<file path="config.mk">
export PLATFORM = sky130hd
export DESIGN_NAME = cfg_subsystem_top
export DESIGN_NICKNAME = d
export VERILOG_FILES = /design/src/design/cfg_bus_pkg.sv /design/src/design/cfg_bus_arbiter.sv /design/src/design/cfg_addr_decoder.sv /design/src/design/msg_mailbox.sv /design/src/design/doorbell_regs.sv /design/src/design/irq_edge_detect.sv /design/src/design/cfg_subsystem_top.sv
export SDC_FILE = /design/constraint.sdc
export NUM_CORES = 1
export LEC_CHECK = 0
export BUFFER_PORTS_ARGS = -buffer_cell sky130_fd_sc_hd__buf_2
export CORE_MARGIN = 10
export CORE_UTILIZATION = 45
export CTS_BUF_LIST = sky130_fd_sc_hd__clkbuf_4 sky130_fd_sc_hd__clkbuf_8
export DETAILED_ROUTE_END_ITERATION = 16
export PLACE_DENSITY_LB_ADDON = 0.15
export SYNTH_ARGS = -nofsm -noshare
export SYNTH_HDL_FRONTEND = slang
export SYNTH_SLANG_ARGS = --single-unit
export TNS_END_PERCENT = 5
</file>
<file path="constraint.sdc">
create_clock -name clk_i -period 6.88 [get_ports clk_i]
set_input_delay 0.688 -clock clk_i [delete_from_list [all_inputs] [get_ports clk_i]]
set_output_delay 0.688 -clock clk_i [all_outputs]
set_load 0.02 [all_outputs]
</file>
<file path="src/design/cfg_bus_pkg.sv">
`default_nettype none

package cfg_bus_pkg;

  localparam int unsigned ADDR_WIDTH = 32;
  localparam int unsigned DATA_WIDTH = 32;
  // Register offset inside one 4 KiB region
  localparam int unsigned OFS_WIDTH = 12;

  // Address map
  localparam logic [ADDR_WIDTH-1:0] H2C_MBOX_BASE = 32'h1040_2000;
  localparam logic [ADDR_WIDTH-1:0] C2H_MBOX_BASE = 32'h1040_3000;
  localparam logic [ADDR_WIDTH-1:0] DOORBELL_BASE = 32'h1040_4000;
  localparam logic [ADDR_WIDTH-1:0] REGION_SIZE   = 32'h0000_1000;

  // Mailbox registers
  localparam logic [OFS_WIDTH-1:0] MBOX_DATA_OFS   = 12'h000;
  localparam logic [OFS_WIDTH-1:0] MBOX_STATUS_OFS = 12'h004;
  localparam logic [OFS_WIDTH-1:0] MBOX_THRESH_OFS = 12'h008;
  localparam logic [OFS_WIDTH-1:0] MBOX_IRQEN_OFS  = 12'h00C;

  // Doorbell block registers
  localparam logic [OFS_WIDTH-1:0] DB_DOORBELL_OFS   = 12'h000;
  localparam logic [OFS_WIDTH-1:0] DB_COMPLETION_OFS = 12'h004;
  localparam logic [OFS_WIDTH-1:0] DB_CLEAR_OFS      = 12'h008;

  typedef enum logic [1:0] {
    TGT_H2C  = 2'd0,
    TGT_C2H  = 2'd1,
    TGT_DB   = 2'd2,
    TGT_NONE = 2'd3
  } tgt_sel_e;

endpackage

`default_nettype wire

</file>
<file path="src/design/cfg_bus_arbiter.sv">
`timescale 1ns/1ps
`default_nettype none

module cfg_bus_arbiter import cfg_bus_pkg::*; (
  input  wire logic                  clk_i,
  input  wire logic                  rst_n_i,
  input  wire logic                  host_req_valid_i,
  input  wire logic                  host_req_write_i,
  input  wire logic [ADDR_WIDTH-1:0] host_req_addr_i,
  input  wire logic [DATA_WIDTH-1:0] host_req_wdata_i,
  output logic                       host_req_ready_o,
  output logic                       host_resp_valid_o,
  output logic      [DATA_WIDTH-1:0] host_resp_rdata_o,
  output logic                       host_resp_err_o,
  input  wire logic                  cluster_req_valid_i,
  input  wire logic                  cluster_req_write_i,
  input  wire logic [ADDR_WIDTH-1:0] cluster_req_addr_i,
  input  wire logic [DATA_WIDTH-1:0] cluster_req_wdata_i,
  output logic                       cluster_req_ready_o,
  output logic                       cluster_resp_valid_o,
  output logic      [DATA_WIDTH-1:0] cluster_resp_rdata_o,
  output logic                       cluster_resp_err_o,
  output logic                       acc_valid_o,
  output logic                       acc_write_o,
  output logic      [ADDR_WIDTH-1:0] acc_addr_o,
  output logic      [DATA_WIDTH-1:0] acc_wdata_o,
  input  wire logic                  rsp_valid_i,
  input  wire logic [DATA_WIDTH-1:0] rsp_rdata_i,
  input  wire logic                  rsp_err_i
);

  // owner_q and last_grant_q: 1 means cluster
  logic grant_q;
  logic busy_q;
  logic owner_q;
  logic last_grant_q;
  logic pick_cluster;

  // Host wins a tie unless it was granted last
  assign pick_cluster = cluster_req_valid_i && (!host_req_valid_i || !last_grant_q);

  always_ff @(posedge clk_i or negedge rst_n_i) begin
    if (!rst_n_i) begin
      grant_q      <= 1'b0;
      busy_q       <= 1'b0;
      owner_q      <= 1'b0;
      last_grant_q <= 1'b1;
    end else if (grant_q) begin
      grant_q <= 1'b0;
      busy_q  <= 1'b1;
    end else if (busy_q) begin
      if (rsp_valid_i) begin
        busy_q <= 1'b0;
      end
    end else if (host_req_valid_i || cluster_req_valid_i) begin
      grant_q      <= 1'b1;
      owner_q      <= pick_cluster;
      last_grant_q <= pick_cluster;
    end
  end

  assign host_req_ready_o    = grant_q && !owner_q;
  assign cluster_req_ready_o = grant_q && owner_q;

  assign acc_valid_o = grant_q;
  assign acc_write_o = owner_q ? cluster_req_write_i : host_req_write_i;
  assign acc_addr_o  = owner_q ? cluster_req_addr_i  : host_req_addr_i;
  assign acc_wdata_o = owner_q ? cluster_req_wdata_i : host_req_wdata_i;

  // Response goes back to the owner only
  assign host_resp_valid_o    = busy_q && rsp_valid_i && !owner_q;
  assign cluster_resp_valid_o = busy_q && rsp_valid_i && owner_q;
  assign host_resp_rdata_o    = owner_q ? '0 : rsp_rdata_i;
  assign cluster_resp_rdata_o = owner_q ? rsp_rdata_i : '0;
  assign host_resp_err_o      = !owner_q && rsp_err_i;
  assign cluster_resp_err_o   = owner_q && rsp_err_i;

endmodule

`default_nettype wire

</file>
<file path="src/design/cfg_addr_decoder.sv">
`timescale 1ns/1ps
`default_nettype none

module cfg_addr_decoder import cfg_bus_pkg::*; (
  input  wire logic                  clk_i,
  input  wire logic                  rst_n_i,
  input  wire logic                  acc_valid_i,
  input  wire logic                  acc_write_i,
  input  wire logic [ADDR_WIDTH-1:0] acc_addr_i,
  input  wire logic [DATA_WIDTH-1:0] acc_wdata_i,
  output logic                       h2c_sel_o,
  output logic                       c2h_sel_o,
  output logic                       db_sel_o,
  output logic                       tgt_write_o,
  output logic       [OFS_WIDTH-1:0] tgt_offset_o,
  output logic      [DATA_WIDTH-1:0] tgt_wdata_o,
  input  wire logic [DATA_WIDTH-1:0] h2c_rdata_i,
  input  wire logic                  h2c_err_i,
  input  wire logic [DATA_WIDTH-1:0] c2h_rdata_i,
  input  wire logic                  c2h_err_i,
  input  wire logic [DATA_WIDTH-1:0] db_rdata_i,
  input  wire logic                  db_err_i,
  output logic                       rsp_valid_o,
  output logic      [DATA_WIDTH-1:0] rsp_rdata_o,
  output logic                       rsp_err_o
);

  tgt_sel_e tgt_sel_d;
  tgt_sel_e tgt_sel_q;
  logic     valid_q;

  function automatic logic in_region(logic [ADDR_WIDTH-1:0] addr, logic [ADDR_WIDTH-1:0] base);
    return (addr >= base) && (addr < base + REGION_SIZE);
  endfunction

  always_comb begin
    if (in_region(acc_addr_i, H2C_MBOX_BASE)) tgt_sel_d = TGT_H2C;
    else if (in_region(acc_addr_i, C2H_MBOX_BASE)) tgt_sel_d = TGT_C2H;
    else if (in_region(acc_addr_i, DOORBELL_BASE)) tgt_sel_d = TGT_DB;
    else tgt_sel_d = TGT_NONE;
  end

  assign h2c_sel_o    = acc_valid_i && (tgt_sel_d == TGT_H2C);
  assign c2h_sel_o    = acc_valid_i && (tgt_sel_d == TGT_C2H);
  assign db_sel_o     = acc_valid_i && (tgt_sel_d == TGT_DB);
  assign tgt_write_o  = acc_write_i;
  assign tgt_offset_o = acc_addr_i[OFS_WIDTH-1:0];
  assign tgt_wdata_o  = acc_wdata_i;

  always_ff @(posedge clk_i or negedge rst_n_i) begin
    if (!rst_n_i) begin
      valid_q   <= 1'b0;
      tgt_sel_q <= TGT_NONE;
    end else begin
      valid_q <= acc_valid_i;
      if (acc_valid_i) tgt_sel_q <= tgt_sel_d;
    end
  end

  // Unmapped accesses answer with zero data and err
  always_comb begin
    rsp_rdata_o = '0;
    rsp_err_o   = 1'b1;
    case (tgt_sel_q)
      TGT_H2C: begin
        rsp_rdata_o = h2c_rdata_i;
        rsp_err_o   = h2c_err_i;
      end
      TGT_C2H: begin
        rsp_rdata_o = c2h_rdata_i;
        rsp_err_o   = c2h_err_i;
      end
      TGT_DB: begin
        rsp_rdata_o = db_rdata_i;
        rsp_err_o   = db_err_i;
      end
      default: ;
    endcase
  end

  assign rsp_valid_o = valid_q;

endmodule

`default_nettype wire

</file>
<file path="src/design/msg_mailbox.sv">
`timescale 1ns/1ps
`default_nettype none

module msg_mailbox import cfg_bus_pkg::*; #(
  parameter int unsigned MBOX_DEPTH = 8
) (
  input  wire logic                  clk_i,
  input  wire logic                  rst_n_i,
  input  wire logic                  sel_i,
  input  wire logic                  write_i,
  input  wire logic  [OFS_WIDTH-1:0] offset_i,
  input  wire logic [DATA_WIDTH-1:0] wdata_i,
  output logic      [DATA_WIDTH-1:0] rdata_o,
  output logic                       err_o,
  output logic                       irq_o
);

  localparam int unsigned PTR_W = $clog2(MBOX_DEPTH);
  localparam int unsigned CNT_W = PTR_W + 1;

  logic [DATA_WIDTH-1:0] mem_q [MBOX_DEPTH];
  logic [PTR_W-1:0]      wr_ptr_q;
  logic [PTR_W-1:0]      rd_ptr_q;
  logic [CNT_W-1:0]      count_q;
  logic [DATA_WIDTH-1:0] thresh_q;
  logic                  irq_en_q;
  logic [DATA_WIDTH-1:0] rdata_q;
  logic                  err_q;
  logic [DATA_WIDTH-1:0] status;
  logic                  empty;
  logic                  full;
  logic                  data_acc;
  logic                  push;
  logic                  pop;

  assign empty    = (count_q == '0);
  assign full     = (count_q == CNT_W'(MBOX_DEPTH));
  assign data_acc = sel_i && (offset_i == MBOX_DATA_OFS);
  assign push     = data_acc && write_i && !full;
  assign pop      = data_acc && !write_i && !empty;

  always_comb begin
    status            = '0;
    status[0]         = empty;
    status[1]         = full;
    status[8 +: CNT_W] = count_q;
  end

  always_ff @(posedge clk_i or negedge rst_n_i) begin
    if (!rst_n_i) begin
      wr_ptr_q <= '0;
      rd_ptr_q <= '0;
      count_q  <= '0;
      thresh_q <= '0;
      irq_en_q <= 1'b0;
    end else begin
      if (push) wr_ptr_q <= wr_ptr_q + 1'b1;
      if (pop) rd_ptr_q <= rd_ptr_q + 1'b1;
      if (push) count_q <= count_q + 1'b1;
      else if (pop) count_q <= count_q - 1'b1;
      if (sel_i && write_i && offset_i == MBOX_THRESH_OFS) thresh_q <= wdata_i;
      if (sel_i && write_i && offset_i == MBOX_IRQEN_OFS) irq_en_q <= wdata_i[0];
    end
  end

  always_ff @(posedge clk_i) begin
    if (push) mem_q[wr_ptr_q] <= wdata_i;
  end

  // Read data and error for the current access
  always_ff @(posedge clk_i) begin
    if (sel_i) begin
      rdata_q <= '0;
      err_q   <= 1'b0;
      case (offset_i)
        MBOX_DATA_OFS: begin
          if (write_i) err_q <= full;
          else if (empty) err_q <= 1'b1;
          else rdata_q <= mem_q[rd_ptr_q];
        end
        MBOX_STATUS_OFS: if (!write_i) rdata_q <= status;
        MBOX_THRESH_OFS: if (!write_i) rdata_q <= thresh_q;
        MBOX_IRQEN_OFS:  if (!write_i) rdata_q <= {{(DATA_WIDTH-1){1'b0}}, irq_en_q};
        default:         err_q <= 1'b1;
      endcase
    end
  end

  assign rdata_o = rdata_q;
  assign err_o   = err_q;

  // Level interrupt above threshold
  assign irq_o = irq_en_q && (DATA_WIDTH'(count_q) > thresh_q);

endmodule

`default_nettype wire

</file>
<file path="src/design/doorbell_regs.sv">
`timescale 1ns/1ps
`default_nettype none

module doorbell_regs import cfg_bus_pkg::*; (
  input  wire logic                  clk_i,
  input  wire logic                  rst_n_i,
  input  wire logic                  sel_i,
  input  wire logic                  write_i,
  input  wire logic  [OFS_WIDTH-1:0] offset_i,
  input  wire logic [DATA_WIDTH-1:0] wdata_i,
  output logic      [DATA_WIDTH-1:0] rdata_o,
  output logic                       err_o,
  output logic                       doorbell_irq_o,
  output logic                       completion_irq_o
);

  logic                  doorbell_q;
  logic                  completion_q;
  logic [DATA_WIDTH-1:0] rdata_q;
  logic                  err_q;
  logic                  wr;

  assign wr = sel_i && write_i;

  always_ff @(posedge clk_i or negedge rst_n_i) begin
    if (!rst_n_i) begin
      doorbell_q   <= 1'b0;
      completion_q <= 1'b0;
    end else begin
      if (wr && offset_i == DB_DOORBELL_OFS && wdata_i[0]) doorbell_q <= 1'b1;
      else if (wr && offset_i == DB_CLEAR_OFS && wdata_i[0]) doorbell_q <= 1'b0;
      if (wr && offset_i == DB_COMPLETION_OFS && wdata_i[0]) completion_q <= 1'b1;
      else if (wr && offset_i == DB_CLEAR_OFS && wdata_i[1]) completion_q <= 1'b0;
    end
  end

  always_ff @(posedge clk_i) begin
    if (sel_i) begin
      rdata_q <= '0;
      err_q   <= 1'b0;
      case (offset_i)
        DB_DOORBELL_OFS:   if (!write_i) rdata_q <= {{(DATA_WIDTH-1){1'b0}}, doorbell_q};
        DB_COMPLETION_OFS: if (!write_i) rdata_q <= {{(DATA_WIDTH-1){1'b0}}, completion_q};
        // both flags
        DB_CLEAR_OFS: begin
          if (!write_i) rdata_q <= {{(DATA_WIDTH-2){1'b0}}, completion_q, doorbell_q};
        end
        default: err_q <= 1'b1;
      endcase
    end
  end

  assign rdata_o          = rdata_q;
  assign err_o            = err_q;
  assign doorbell_irq_o   = doorbell_q;
  assign completion_irq_o = completion_q;

endmodule

`default_nettype wire

</file>
<file path="src/design/irq_edge_detect.sv">
`timescale 1ns/1ps
`default_nettype none

module irq_edge_detect (
  input  wire logic clk_i,
  input  wire logic rst_n_i,
  input  wire logic level_i,
  output logic      pulse_o
);

  logic level_q;
  logic pulse_q;

  // Pulse one cycle after the level goes high
  always_ff @(posedge clk_i or negedge rst_n_i) begin
    if (!rst_n_i) begin
      level_q <= 1'b0;
      pulse_q <= 1'b0;
    end else begin
      level_q <= level_i;
      pulse_q <= level_i && !level_q;
    end
  end

  assign pulse_o = pulse_q;

endmodule

`default_nettype wire

</file>
<file path="src/design/cfg_subsystem_top.sv">
`timescale 1ns/1ps
`default_nettype none

module cfg_subsystem_top import cfg_bus_pkg::*; #(
  parameter int unsigned MBOX_DEPTH = 8
) (
  input  wire logic                  clk_i,
  input  wire logic                  rst_n_i,
  input  wire logic                  host_req_valid_i,
  input  wire logic                  host_req_write_i,
  input  wire logic [ADDR_WIDTH-1:0] host_req_addr_i,
  input  wire logic [DATA_WIDTH-1:0] host_req_wdata_i,
  output logic                       host_req_ready_o,
  output logic                       host_resp_valid_o,
  output logic      [DATA_WIDTH-1:0] host_resp_rdata_o,
  output logic                       host_resp_err_o,
  input  wire logic                  cluster_req_valid_i,
  input  wire logic                  cluster_req_write_i,
  input  wire logic [ADDR_WIDTH-1:0] cluster_req_addr_i,
  input  wire logic [DATA_WIDTH-1:0] cluster_req_wdata_i,
  output logic                       cluster_req_ready_o,
  output logic                       cluster_resp_valid_o,
  output logic      [DATA_WIDTH-1:0] cluster_resp_rdata_o,
  output logic                       cluster_resp_err_o,
  output logic                       h2c_irq_o,
  output logic                       c2h_irq_o,
  output logic                       doorbell_irq_o,
  output logic                       completion_irq_o
);

  logic                  acc_valid, acc_write;
  logic [ADDR_WIDTH-1:0] acc_addr;
  logic [DATA_WIDTH-1:0] acc_wdata;
  logic                  rsp_valid, rsp_err;
  logic [DATA_WIDTH-1:0] rsp_rdata;
  logic                  h2c_sel, c2h_sel, db_sel;
  logic                  tgt_write;
  logic [OFS_WIDTH-1:0]  tgt_offset;
  logic [DATA_WIDTH-1:0] tgt_wdata;
  logic [DATA_WIDTH-1:0] h2c_rdata, c2h_rdata, db_rdata;
  logic                  h2c_err, c2h_err, db_err;
  logic                  c2h_level;

  cfg_bus_arbiter u_arbiter (
    .clk_i, .rst_n_i,
    .host_req_valid_i, .host_req_write_i, .host_req_addr_i, .host_req_wdata_i,
    .host_req_ready_o, .host_resp_valid_o, .host_resp_rdata_o, .host_resp_err_o,
    .cluster_req_valid_i, .cluster_req_write_i, .cluster_req_addr_i, .cluster_req_wdata_i,
    .cluster_req_ready_o, .cluster_resp_valid_o, .cluster_resp_rdata_o, .cluster_resp_err_o,
    .acc_valid_o (acc_valid), .acc_write_o (acc_write),
    .acc_addr_o  (acc_addr),  .acc_wdata_o (acc_wdata),
    .rsp_valid_i (rsp_valid), .rsp_rdata_i (rsp_rdata), .rsp_err_i (rsp_err)
  );

  cfg_addr_decoder u_decoder (
    .clk_i, .rst_n_i,
    .acc_valid_i (acc_valid), .acc_write_i (acc_write),
    .acc_addr_i  (acc_addr),  .acc_wdata_i (acc_wdata),
    .h2c_sel_o (h2c_sel), .c2h_sel_o (c2h_sel), .db_sel_o (db_sel),
    .tgt_write_o (tgt_write), .tgt_offset_o (tgt_offset), .tgt_wdata_o (tgt_wdata),
    .h2c_rdata_i (h2c_rdata), .h2c_err_i (h2c_err),
    .c2h_rdata_i (c2h_rdata), .c2h_err_i (c2h_err),
    .db_rdata_i  (db_rdata),  .db_err_i  (db_err),
    .rsp_valid_o (rsp_valid), .rsp_rdata_o (rsp_rdata), .rsp_err_o (rsp_err)
  );

  msg_mailbox #(.MBOX_DEPTH(MBOX_DEPTH)) u_h2c_mbox (
    .clk_i, .rst_n_i,
    .sel_i (h2c_sel), .write_i (tgt_write), .offset_i (tgt_offset), .wdata_i (tgt_wdata),
    .rdata_o (h2c_rdata), .err_o (h2c_err), .irq_o (h2c_irq_o)
  );

  msg_mailbox #(.MBOX_DEPTH(MBOX_DEPTH)) u_c2h_mbox (
    .clk_i, .rst_n_i,
    .sel_i (c2h_sel), .write_i (tgt_write), .offset_i (tgt_offset), .wdata_i (tgt_wdata),
    .rdata_o (c2h_rdata), .err_o (c2h_err), .irq_o (c2h_level)
  );

  doorbell_regs u_doorbell (
    .clk_i, .rst_n_i,
    .sel_i (db_sel), .write_i (tgt_write), .offset_i (tgt_offset), .wdata_i (tgt_wdata),
    .rdata_o (db_rdata), .err_o (db_err),
    .doorbell_irq_o, .completion_irq_o
  );

  // Host sees the cluster mailbox interrupt as an edge
  irq_edge_detect u_c2h_irq_edge (
    .clk_i, .rst_n_i,
    .level_i (c2h_level),
    .pulse_o (c2h_irq_o)
  );

endmodule

`default_nettype wire

</file>
==> impl_metrics.yaml <==
run_status:
  status: "completed"
yosys:
  synth_cell_type_count: 66
  yosys-top-cells-area: "edfxtp_1, mux4_2, dfrtp_1"
  synth_area_sq_um: 28100
  synth_flop_cell: "edfxtp_1"
  synth_nets: 1686
  yosys.area.top_type: "edfxtp_1"
  synth_warnings: 0
  syn_inst: 1534
  synth_seq_area_share_pct: 70.6
  synthMostInstantiatedCell: "edfxtp_1"
  synth_top_area_share_pct: 62.0
  synth-seq-cells: 678
  synth_commonest_cells: "edfxtp_1, nor2_1, mux4_2"
  synth_edf_count: 581
  avgSynthCellArea_sq_um: 18.3
  async_flop_share_pct: 14.3
floorplan:
  core_sq_um: 61800
  start_util_pct: 45.5
  io_pins: 208
  row_count: 91
  die_h_um: 270
  die_area_sq_um: 72900
  dieWidth_um: 270
timing:
  tightest_slew_ns: 1.36
  timing.final.ws_setup_ns: 1.83
  setup_viol: 0
  max_slew_margin_pct: 8.78
  layout_min_cycle_time_ns: 5.05
  finalCritPeriodShare_pct: 73.4
  tns_ns: 0
  hold_slack_ns: 0.0381
  rsz0062_at_grt: "no"
  fmax_mhz: 198
  finalHoldViolations: 0
  fin_worst_skew_ns: 0.0314
  drv_slew: 0
critical_path:
  critical_path_class: "reg2reg"
  path_cells: "buf_4 -> or4b_1 -> o22a_1 -> nor2_1 -> nand4_1 -> nor3_2 -> buf_4"
  crit_path_max_incr_delay_ns: 1.33
  critPathArrivalTime_ns: 5.42
  cp.required_ns: 7.25
  cp_max_fo: 40
  cpMaxStageDelayCell: "nor3_2"
  crit_top_cell: "buf_4"
  critPathCaptureType: "flop"
  cp-start-kind: "flop"
drt:
  wirelength_um: 76400
  drc_errors: 0
  drtIter0Drc: 1243
  dr.pass1.iters: 7
  viasPerCell: 5.78
  wl_met2_um: 35300
  drtAntennaViolNets: 0
  wl_met1_um: 34000
  top_layer: "met4"
  wl_met3_um: 5360
  wl_per_cell_um: 27.8
  vias: 15876
place:
  dpl_cell_area_sq_um: 30400
  place_ws_ns: 1.99
  dp.final_hpwl_um: 45500
  place.gp.congestion: 0.920
  io_buffers: 207
clocking:
  cts.clk_slew.worst_paths_ns: 0.06
  clk_latency_ns: 0.71
  clock-root-buffer: "clkbuf_8"
  numCtsBuffers: 110
  post_cts_resized: 0
  cts_tree: "built"
  cts_sinks: 678
  hold_buffers: 0
  cts_max_path_buffers: 3
  post-cts-setup-buffers: 0
  htreeDepth: 3
pwr:
  power_density_nw_per_um2: 276
  peakVddDrop_uv: 169
  p_leak_nw: 11.6
cells_and_area:
  layout-drive-gt1-share_pct: 37.5
  final_nets: 1966
  synthToLayoutAreaGrowth_pct: 16.1
  final_cell_area_sq_um: 32700
job:
  max-cap-violations: 0
min_path:
  min_path_type: "in2async"
global_routing:
  grt_usage_pct: 20.8
  grt-ovfl-total: 0
  grt_first_pass_wirelength_um: 113000
  grt_pass1_vias: 16629
  antenna_found_initial: 1
  grt_max_degree: 67
-- routing by layer --
metal  global-route usage (%)  vias to the layer above
met5                        0                        -
li1                         -                     6777
met3                     4.21                      109
met4                     6.34                        0
met2                     32.2                      647
met1                     29.4                     8343
-- where the power goes --
part / internal (mW) / switching [mW] / leakage, nW
Sequential: 4.73 / 0.0440 / 6.70
Combinational: 0.178 / 0.494 / 3.62
Clock: 2.00 / 1.56 / 1.24
Total: 6.91 / 2.10 / 11.6
-- through the flow --
stage | utilization (%) | power, mW | cells
after floorplan | - | 5.25 | 1534
after global placement | 49.1 | 5.52 | 2539
after detailed placement | 49.1 | 5.55 | 2539
after CTS | 52.8 | 9.09 | 2748
after global routing | 52.8 | 9.34 | 2749
final | 52.8 | 9.00 | 2749
-- sequential cells by signal (all words and copies together) (netlist names), 3 cells and up --
name                 count
u_c2h_mbox.thresh_q     32
u_c2h_mbox.rdata_o      32
u_c2h_mbox.mem_q       256
u_h2c_mbox.count_q       4
u_c2h_mbox.rd_ptr_q      3
u_h2c_mbox.thresh_q     32
u_h2c_mbox.wr_ptr_q      3
u_h2c_mbox.rdata_o      32
u_h2c_mbox.rd_ptr_q      3
u_c2h_mbox.wr_ptr_q      3
u_h2c_mbox.mem_q       256
u_c2h_mbox.count_q       4
-- placed cells by master (no fill, tap or decap), drive strengths merged, types with 22 or more instances in the layout --
| cell | synthesis | layout |
|---|---|---|
| mux2i | 93 | 93 |
| edfxtp | 581 | 581 |
| clkinv | 0 | 22 |
| a2bb2oi | 26 | 26 |
| inv | 21 | 22 |
| clkbuf | 47 | 184 |
| buf | 38 | 253 |
| nor4 | 30 | 30 |
| nor2 | 133 | 133 |
| mux2 | 117 | 117 |
| mux4 | 128 | 128 |
| dfrtp | 94 | 94 |
| o2bb2ai | 27 | 27 |
-- critical path: cells and delay by family (launching register included) --
| kind | cells | cell delay, ns |
|---|---|---|
| simple gates | 4 | 2.73 |
| compound gates | 1 | 0.33 |
| buf+inv | 2 | 1.00 |
| flops | 1 | 0.65 |
-- cells by family (layout without fill, tap and decap cells) --
kind of cell	Yosys count	in the layout	synth area share (%)
compound gates	122	122	3.37
buf+inv	106	483	1.56
simple gates	258	258	4.90
other cells	0	1	0
mux	338	338	18.2
xor+xnor	14	14	0.436
fa+ha+maj	18	18	0.854
flops	678	678	70.6
-- final timing paths --
| check | start | endpoint | slack (ns) | depth (start not counted) |
|---|---|---|---|---|
| worst max-delay path | u_arbiter.owner_q$_DFFE_PN0P_ | u_c2h_mbox.mem_q[3][21]$_DFFE_PP_ | 1.83 | 7 |
| worst min-delay path | rst_n_i | u_decoder.rsp_valid_o$_DFF_PN0_ | 0.04 | 1 |
| worst max register to register | u_arbiter.owner_q$_DFFE_PN0P_ | u_c2h_mbox.mem_q[3][21]$_DFFE_PP_ | 1.83 | 7 |
| worst min register to register | u_c2h_irq_edge.level_q$_DFF_PN0_ | u_c2h_irq_edge.pulse_o$_DFF_PN0_ | 0.43 | 1 |
| max in group asynchronous | rst_n_i | u_c2h_mbox.rd_ptr_q[0]$_DFFE_PN0P_ | 5.46 | 2 |
| min in group clk_i | host_req_valid_i | u_arbiter.last_grant_q$_DFFE_PN1P_ | 0.20 | 2 |
-- area by class of cell --
class	instances	area [sq um]
antenna	1	2.50
clock buffer	184	2190
clock inverter	25	118
fill	5027	29200
inverter	21	78.8
multi-input combinational	750	7950
sequential	678	19900
tap	837	1050
timing repair buffer	253	1380
Power figures use the tool's default switching activity.
